<file path="config.mk">
export PLATFORM = sky130hd
export DESIGN_NAME = aluCore
export DESIGN_NICKNAME = d
export VERILOG_FILES = /design/src/common/aluPkg.sv /design/src/source/arithUnit.sv /design/src/source/barrelShifter.sv /design/src/source/shiftLogicUnit.sv /design/src/source/resultSelect.sv /design/src/source/aluCore.sv
export SDC_FILE = /design/constraint.sdc
export NUM_CORES = 1
export LEC_CHECK = 0
export BUFFER_PORTS_ARGS = -buffer_cell sky130_fd_sc_hd__buf_4
export CORE_ASPECT_RATIO = 0.75
export CORE_UTILIZATION = 30
export DETAILED_ROUTE_END_ITERATION = 6
export SLEW_MARGIN = 20
export SYNTH_ARGS = -nofsm -noshare
export SYNTH_HDL_FRONTEND = slang
export SYNTH_SLANG_ARGS = --single-unit
export TNS_END_PERCENT = 100
</file>
<file path="constraint.sdc">
create_clock -name clk -period 2.2 [get_ports clk]
set_input_delay 0.22 -clock clk [delete_from_list [all_inputs] [get_ports clk]]
set_output_delay 0.22 -clock clk [all_outputs]
set_load 0.01 [all_outputs]
</file>
<file path="src/common/aluPkg.sv">
package aluPkg;

	// datapath width
	localparam int dataWidth = 8;

	// log2 of dataWidth
	localparam int shamtWidth = 3;

	// opcode field width
	localparam int opWidth = 4;

	// operands and results
	typedef logic [dataWidth-1:0] dataT;

	// shift amount, low bits of b
	typedef logic [shamtWidth-1:0] shamtT;

	// opcode
	typedef logic [opWidth-1:0] opT;

	// arithmetic
	localparam opT opAdd = 4'd0;
	localparam opT opSub = 4'd1;

	// bitwise
	localparam opT opNot = 4'd2;
	localparam opT opAnd = 4'd3;
	localparam opT opOr  = 4'd4;
	localparam opT opXor = 4'd5;

	// shifts
	localparam opT opSrl = 4'd6;
	localparam opT opSll = 4'd7;
	localparam opT opSra = 4'd8;
	localparam opT opSla = 4'd9;

	// codes 10 to 15 are not assigned

endpackage

</file>
<file path="src/source/arithUnit.sv">
module arithUnit (
	input  aluPkg::dataT a,
	input  aluPkg::dataT b,
	input  logic         carryIn,
	input  aluPkg::opT   op,
	output aluPkg::dataT arithResult,
	output logic         arithCarry,
	output logic         arithOverflow
);

	localparam int msb = aluPkg::dataWidth - 1;

	// sum including the carry out bit
	logic [aluPkg::dataWidth:0] sum;

	// second operand after optional inversion
	aluPkg::dataT bEff;

	// carry actually fed into the adder
	logic cinEff;

	logic isSub;

	// sign bits used for overflow
	logic signA;
	logic signB;
	logic signR;

	assign isSub = (op == aluPkg::opSub);

	// subtract is a + ~b + 1
	always_comb begin
		if (isSub) begin
			bEff   = ~b;
			cinEff = 1'b1; // carryIn ignored
		end else begin
			bEff   = b;
			cinEff = carryIn;
		end
	end

	// one wide adder for both operations
	assign sum = {1'b0, a} + {1'b0, bEff} + {{aluPkg::dataWidth{1'b0}}, cinEff};

	assign arithResult = sum[msb:0];

	// for subtract set means no borrow
	assign arithCarry = sum[aluPkg::dataWidth];

	assign signA = a[msb];
	assign signB = bEff[msb];
	assign signR = sum[msb];

	// operand signs agree, result sign differs
	always_comb begin
		if (signA == signB) begin
			arithOverflow = (signR != signA);
		end else begin
			arithOverflow = 1'b0;
		end
	end

endmodule

</file>
<file path="src/source/barrelShifter.sv">
module barrelShifter (
	input  aluPkg::dataT  data,
	input  aluPkg::shamtT amount,
	input  logic          shiftLeft,
	input  logic          fillBit,
	output aluPkg::dataT  shifted,
	output logic          lastOut
);

	localparam int stages = aluPkg::shamtWidth;
	localparam int width  = aluPkg::dataWidth;

	// value entering each stage, the last entry is the output
	aluPkg::dataT stageData [0:stages];

	// last bit pushed out so far
	logic stageOut [0:stages];

	assign stageData[0] = data;
	assign stageOut[0]  = 1'b0; // zero amount gives no carry

	for (genvar i = 0; i < stages; i++) begin : gStage

		// stage i moves by 1, 2, 4
		localparam int step = 1 << i;

		aluPkg::dataT leftStep;
		aluPkg::dataT rightStep;
		logic leftOut;
		logic rightOut;

		// fill enters at the vacated end
		assign leftStep  = {stageData[i][width-step-1:0], {step{fillBit}}};
		assign rightStep = {{step{fillBit}}, stageData[i][width-1:step]};

		// lowest bit leaving the top, highest bit leaving the bottom
		assign leftOut  = stageData[i][width-step];
		assign rightOut = stageData[i][step-1];

		always_comb begin
			if (!amount[i]) begin
				stageData[i+1] = stageData[i];
			end else if (shiftLeft) begin
				stageData[i+1] = leftStep;
			end else begin
				stageData[i+1] = rightStep;
			end
		end

		// a later stage overwrites, since its bits left last
		always_comb begin
			if (!amount[i]) begin
				stageOut[i+1] = stageOut[i];
			end else if (shiftLeft) begin
				stageOut[i+1] = leftOut;
			end else begin
				stageOut[i+1] = rightOut;
			end
		end

	end

	assign shifted = stageData[stages];
	assign lastOut = stageOut[stages];

endmodule

</file>
<file path="src/source/shiftLogicUnit.sv">
module shiftLogicUnit (
	input  aluPkg::dataT a,
	input  aluPkg::dataT b,
	input  aluPkg::opT   op,
	output aluPkg::dataT slResult,
	output logic         slCarry,
	output logic         slOverflow
);

	localparam int msb = aluPkg::dataWidth - 1;

	aluPkg::shamtT amount;
	aluPkg::dataT  shifted;
	logic          lastOut;
	logic          shiftLeft;
	logic          fillBit;
	logic          isShift;
	logic          slaOverflow;

	assign amount    = b[aluPkg::shamtWidth-1:0]; // upper bits of b ignored
	assign shiftLeft = (op == aluPkg::opSll) || (op == aluPkg::opSla);
	assign fillBit   = (op == aluPkg::opSra) && a[msb];
	assign isShift   = (op == aluPkg::opSrl) || (op == aluPkg::opSll) ||
	                   (op == aluPkg::opSra) || (op == aluPkg::opSla);

	barrelShifter barrelShifter_i (
		.data      (a),
		.amount    (amount),
		.shiftLeft (shiftLeft),
		.fillBit   (fillBit),
		.shifted   (shifted),
		.lastOut   (lastOut)
	);

	// any bit crossing or landing on the sign position must match it
	always_comb begin
		slaOverflow = 1'b0;
		for (int j = 1; j < aluPkg::dataWidth; j++) begin
			if ((j <= amount) && (a[msb-j] != a[msb])) begin
				slaOverflow = 1'b1;
			end
		end
	end

	always_comb begin
		case (op)
			aluPkg::opNot: slResult = ~a;
			aluPkg::opAnd: slResult = a & b;
			aluPkg::opOr:  slResult = a | b;
			aluPkg::opXor: slResult = a ^ b;
			aluPkg::opSrl, aluPkg::opSll, aluPkg::opSra: slResult = shifted;
			aluPkg::opSla: slResult = {a[msb], shifted[msb-1:0]}; // keep sign
			default:       slResult = '0;
		endcase
	end

	assign slCarry    = isShift && lastOut;
	assign slOverflow = (op == aluPkg::opSla) && slaOverflow;

endmodule

</file>
<file path="src/source/resultSelect.sv">
module resultSelect (
	input  logic         clk,
	input  logic         arstN,
	input  logic         opValid,
	input  aluPkg::opT   op,
	input  aluPkg::dataT arithResult,
	input  logic         arithCarry,
	input  logic         arithOverflow,
	input  aluPkg::dataT slResult,
	input  logic         slCarry,
	input  logic         slOverflow,
	output logic         resValid,
	output aluPkg::dataT result,
	output logic         neg,
	output logic         zero,
	output logic         carry,
	output logic         overflow,
	output logic         invalidOp
);

	localparam int msb = aluPkg::dataWidth - 1;

	// selected values before the output register
	aluPkg::dataT nextResult;
	logic         nextCarry;
	logic         nextOverflow;
	logic         nextInvalid;
	logic         nextNeg;
	logic         nextZero;

	always_comb begin
		case (op)
			aluPkg::opAdd, aluPkg::opSub: begin
				nextResult   = arithResult;
				nextCarry    = arithCarry;
				nextOverflow = arithOverflow;
				nextInvalid  = 1'b0;
			end
			aluPkg::opNot, aluPkg::opAnd, aluPkg::opOr, aluPkg::opXor,
			aluPkg::opSrl, aluPkg::opSll, aluPkg::opSra, aluPkg::opSla: begin
				nextResult   = slResult;
				nextCarry    = slCarry;
				nextOverflow = slOverflow;
				nextInvalid  = 1'b0;
			end
			default: begin // codes 10 to 15
				nextResult   = '0;
				nextCarry    = 1'b0;
				nextOverflow = 1'b0;
				nextInvalid  = 1'b1;
			end
		endcase
	end

	assign nextNeg  = nextResult[msb];
	assign nextZero = (nextResult == '0);

	// one cycle pulse per accepted op
	always_ff @(posedge clk or negedge arstN) begin
		if (!arstN) begin
			resValid <= 1'b0;
		end else begin
			resValid <= opValid;
		end
	end

	// outputs hold until the next valid op
	always_ff @(posedge clk or negedge arstN) begin
		if (!arstN) begin
			result    <= '0;
			neg       <= 1'b0;
			zero      <= 1'b0;
			carry     <= 1'b0;
			overflow  <= 1'b0;
			invalidOp <= 1'b0;
		end else if (opValid) begin
			result    <= nextResult;
			neg       <= nextNeg;
			zero      <= nextZero;
			carry     <= nextCarry;
			overflow  <= nextOverflow;
			invalidOp <= nextInvalid;
		end
	end

endmodule

</file>
<file path="src/source/aluCore.sv">
module aluCore (
	input  logic         clk,
	input  logic         arstN,
	input  logic         opValid,
	input  aluPkg::opT   op,
	input  aluPkg::dataT a,
	input  aluPkg::dataT b,
	input  logic         carryIn,
	output logic         resValid,
	output aluPkg::dataT result,
	output logic         neg,
	output logic         zero,
	output logic         carry,
	output logic         overflow,
	output logic         invalidOp
);

	// arithmetic unit outputs
	aluPkg::dataT arithResult;
	logic         arithCarry;
	logic         arithOverflow;

	// logic and shift unit outputs
	aluPkg::dataT slResult;
	logic         slCarry;
	logic         slOverflow;

	arithUnit arithUnit_i (
		.a             (a),
		.b             (b),
		.carryIn       (carryIn),
		.op            (op),
		.arithResult   (arithResult),
		.arithCarry    (arithCarry),
		.arithOverflow (arithOverflow)
	);

	shiftLogicUnit shiftLogicUnit_i (
		.a          (a),
		.b          (b),
		.op         (op),
		.slResult   (slResult),
		.slCarry    (slCarry),
		.slOverflow (slOverflow)
	);

	// only registered stage of the core
	resultSelect resultSelect_i (
		.clk           (clk),
		.arstN         (arstN),
		.opValid       (opValid),
		.op            (op),
		.arithResult   (arithResult),
		.arithCarry    (arithCarry),
		.arithOverflow (arithOverflow),
		.slResult      (slResult),
		.slCarry       (slCarry),
		.slOverflow    (slOverflow),
		.resValid      (resValid),
		.result        (result),
		.neg           (neg),
		.zero          (zero),
		.carry         (carry),
		.overflow      (overflow),
		.invalidOp     (invalidOp)
	);

endmodule

</file>
==> flow_metrics.tcl <==
set metrics [dict create \
    run_status "finished with violations" \
    violations "setup timing" \
    fmax_ghz 0.357 \
    switching_power_mw 0.500 \
    drive_gt1_frac 0.402 \
    initial_core_util 0.312 \
    ys_seq_area_frac 0.131 \
    grt_pass1_wl_mm 13.7 \
    timing.hold.ws_ns 0.246 \
    required_ns 2.34 \
    synth_flop_cell "dfrtp_1" \
    synth_cells 329 \
    worstSetupStartpointType "primary input" \
    cts_buffers 3 \
    power_frac_seq 0.221 \
    drt-wirelength-per-cell_um 16.3 \
    cts_tree "yes" \
    rsz0062_at_grt "true" \
    ioPinCount 38 \
    slew_viol_final 0 \
    nNetsFinal 473 \
    cp_data_arrival_time_ns 2.94 \
    p_leak_nw 1.62 \
    cts.sinks 13 \
    wl_mm 8.59 \
    antenna_cells 0 \
    ir_worst_vdd_uv 231 \
    endpoint_kind "flip-flop" \
    synth-xor-area-share 0.0494 \
    vias_per_cell 5.39 \
    syn_nets 378 \
    synth_mux_area_frac 0.0247 \
    path_class "primary input to flip-flop" \
    grt_overflow 0 \
    place_congestion 0.931 \
    post-route-period-util 1.27 \
    synth.most_common_cell "nor2_1" \
    die_area_mm2 0.00864 \
    setup_ws_ns -0.604 \
    io_buffers 37 \
    path_common_cell "fa_2" \
    grt_antenna_before_repair 0 \
    hold_class "primary input to flip-flop" \
    dr.pass1.iters 6 \
    track_usage 0.202 \
    synth_top_cell_by_area "dfrtp_1" \
    fin_crit_ns 2.80 \
    synthTopCellsByArea "dfrtp_1 (13%), ha_1 (12%), a21oi_1 (5.7%), nor2_1 (4.8%), o211ai_1 (4.2%)" \
    syn_avg_cell_area_um2 7.54 \
    async_flop_share 1.00 \
    synth-simple-area-share 0.235 \
    synth_top_area_frac 0.131 \
    htree_levels 1 \
    reg2reg_slack_ns 1.46 \
    worstMarginPinSlew_ns 0.663 \
    grt_max_degree 30 \
    fill_cells 757 \
    cp_max_fo 3 \
    yosysWarnings 0 \
    setup_viol 9 \
    p_int_mw 0.797 \
    rows 28 \
    vias 2847 \
    path_clk_slew_ns 0.06 \
    hpwl_mm 6.70 \
    relSlewSlack 0.557 \
    synth_compound_area_frac 0.330 \
    max-cap-violations 0 \
    ys_ff_latch 13 \
    p_per_area_mw_per_mm2 359 \
    root_buffer "clkbuf_8" \
    synth_top_family_by_area "compound AO/OA/AOI/OAI gates" \
    synth_cell_types 67 \
    sw_frac_of_total 0.385 \
    cts_buffer_depth 2 \
    finClkSkew_ns 0 \
    ys_top_cells_by_count "nor2_1 (32), a21oi_1 (28), ha_1 (23)" \
    clkPwrFrac 0.164 \
    tns_ns -2.41 \
    core_mm2 0.00795 \
    max_stage_delay_ns 0.43 \
    path_cells "buf_8 -> nor3_4 -> and2_4 -> xnor2_2 -> fa_2 -> inv_2 -> fa_2 -> nor2b_1 -> o31a_1 -> o31ai_2 -> xor2_1 -> o22ai_1 -> or4_1 -> o41ai_2" \
    antenna_left 0 \
    netlist_area_mm2 0.00248 \
    synth_edf_count 0 \
    finalHoldViolations 0 \
    clk_latency_ns 0.24 \
    syn_to_final_growth_pct 45.7 \
    synthAdderAreaFrac 0.132 \
    die-width_um 107 \
    critPathSlowestCell "or4_1" \
    p_comb_frac 0.615 \
    drc 0 \
    die_h_um 80.7 \
    drtIter0Drc 230 \
    grt_pass1_vias 2745 \
]
==> power by group through the flow <==
stage                     combinational [mW]  clock (mW)  sequential [mW]
after floorplan                        0.403           0            0.304
after global placement                 0.717           0            0.291
after detailed placement               0.727           0            0.291
after CTS                              0.775       0.218            0.287
after global routing                   0.866       0.232            0.291
final                                  0.798       0.212            0.287
==> metal layers <==
| layer | vias up | global-route usage | share of wire | wire length (µm) |
|---|---|---|---|---|
| met4 | 0 | 0.0342 | 0.016 | 135 |
| met2 | 108 | 0.323 | 0.43 | 3660 |
| li1 | 1410 | - | - | - |
| met3 | 10 | 0.0401 | 0.065 | 560 |
| met1 | 1319 | 0.286 | 0.49 | 4240 |
| met5 | - | 0 | 0 | 0 |
==> final timing paths <==
kind	start	cells after the start	to
max	op[1]	14	resultSelect_i.zero
min	opValid	1	resultSelect_i.resValid
max reg2reg	resultSelect_i.result[4]	1	resultSelect_i.result[4]
min reg2reg	resultSelect_i.result[3]	1	resultSelect_i.result[3]
max in group asynchronous	arstN	2	resultSelect_i.result[0]
min in group asynchronous	arstN	2	resultSelect_i.neg
==> logic make-up (layout without fill, tap and decap cells) <==
group / Yosys count / after routing
compound gates: 115 / 115
simple gates: 105 / 105
buf+inv: 51 / 145
fa+ha+maj: 25 / 25
xor+xnor: 14 / 14
flops: 13 / 13
mux: 6 / 6
==> critical path, delay by kind of cell <==
kind            cells  cell delay [ns]
compound gates      4             0.83
xor+xnor            2             0.29
fa+ha+maj           2             0.57
buf+inv             2             0.17
simple gates        4             0.86
==> layout make-up <==
type                            instances  area, µm²  area share
Clock buffer                            3       41.3      0.0114
Sequential cell                        13        325      0.0901
Timing Repair Buffer                  120        933       0.258
Inverter                               21       78.8      0.0218
Multi-Input combinational cell        265       2100       0.581
Tap cell                              105        131      0.0364
Clock inverter                          1       5.00     0.00139
==> metrics by stage <==
stage	cells	setup WS, ns	power [mW]	instance area [µm²]	utilization
floorplan	329	-1.10	0.707	2590	-
CTS	527	-0.613	1.28	3540	0.445
finish	528	-0.604	1.30	3610	0.454
detailed placement	518	-0.964	1.02	3360	0.423
global placement	518	-0.902	1.01	3360	0.423
global route	528	-0.800	1.39	3610	0.454
==> placed cells by master (no fill, tap or decap), drive strengths merged, types with 3 or more instances in the layout <==
| master | count |
|---|---|
| a2111oi | 4 |
| a211oi | 6 |
| a21boi | 3 |
| a21o | 3 |
| a21oi | 29 |
| a311oi | 4 |
| a31oi | 10 |
| and3 | 3 |
| buf | 119 |
| clkbuf | 3 |
| dfrtp | 13 |
| ha | 23 |
| inv | 20 |
| mux2i | 5 |
| nand2 | 18 |
| nand2b | 4 |
| nand3 | 14 |
| nand4 | 3 |
| nor2 | 32 |
| nor2b | 5 |
| nor3 | 3 |
| nor4 | 4 |
| o211ai | 14 |
| o21a | 4 |
| o21ai | 16 |
| o221ai | 3 |
| o22ai | 3 |
| or2 | 4 |
| xnor2 | 12 |
==> registers in the layout, summed over array words and instances, names as in the netlist <==
signal / cells
resultSelect_i.result: 7
resultSelect_i.carry: 1
resultSelect_i.invalidOp: 1
resultSelect_i.neg: 1
resultSelect_i.overflow: 1
resultSelect_i.resValid: 1
resultSelect_i.zero: 1
==> what timing repair did <==
| action | CTS | global route |
|---|---|---|
| pin swaps | 20 | 16 |
| endpoints found under the hold margin | 13 | 0 |
| gates resized for setup | 19 | 9 |
| hold buffers | 1 | 0 |
| buffers inserted | 5 | 2 |
| setup endpoints to repair | 10 | 10 |
Power figures use the tool's default switching activity.
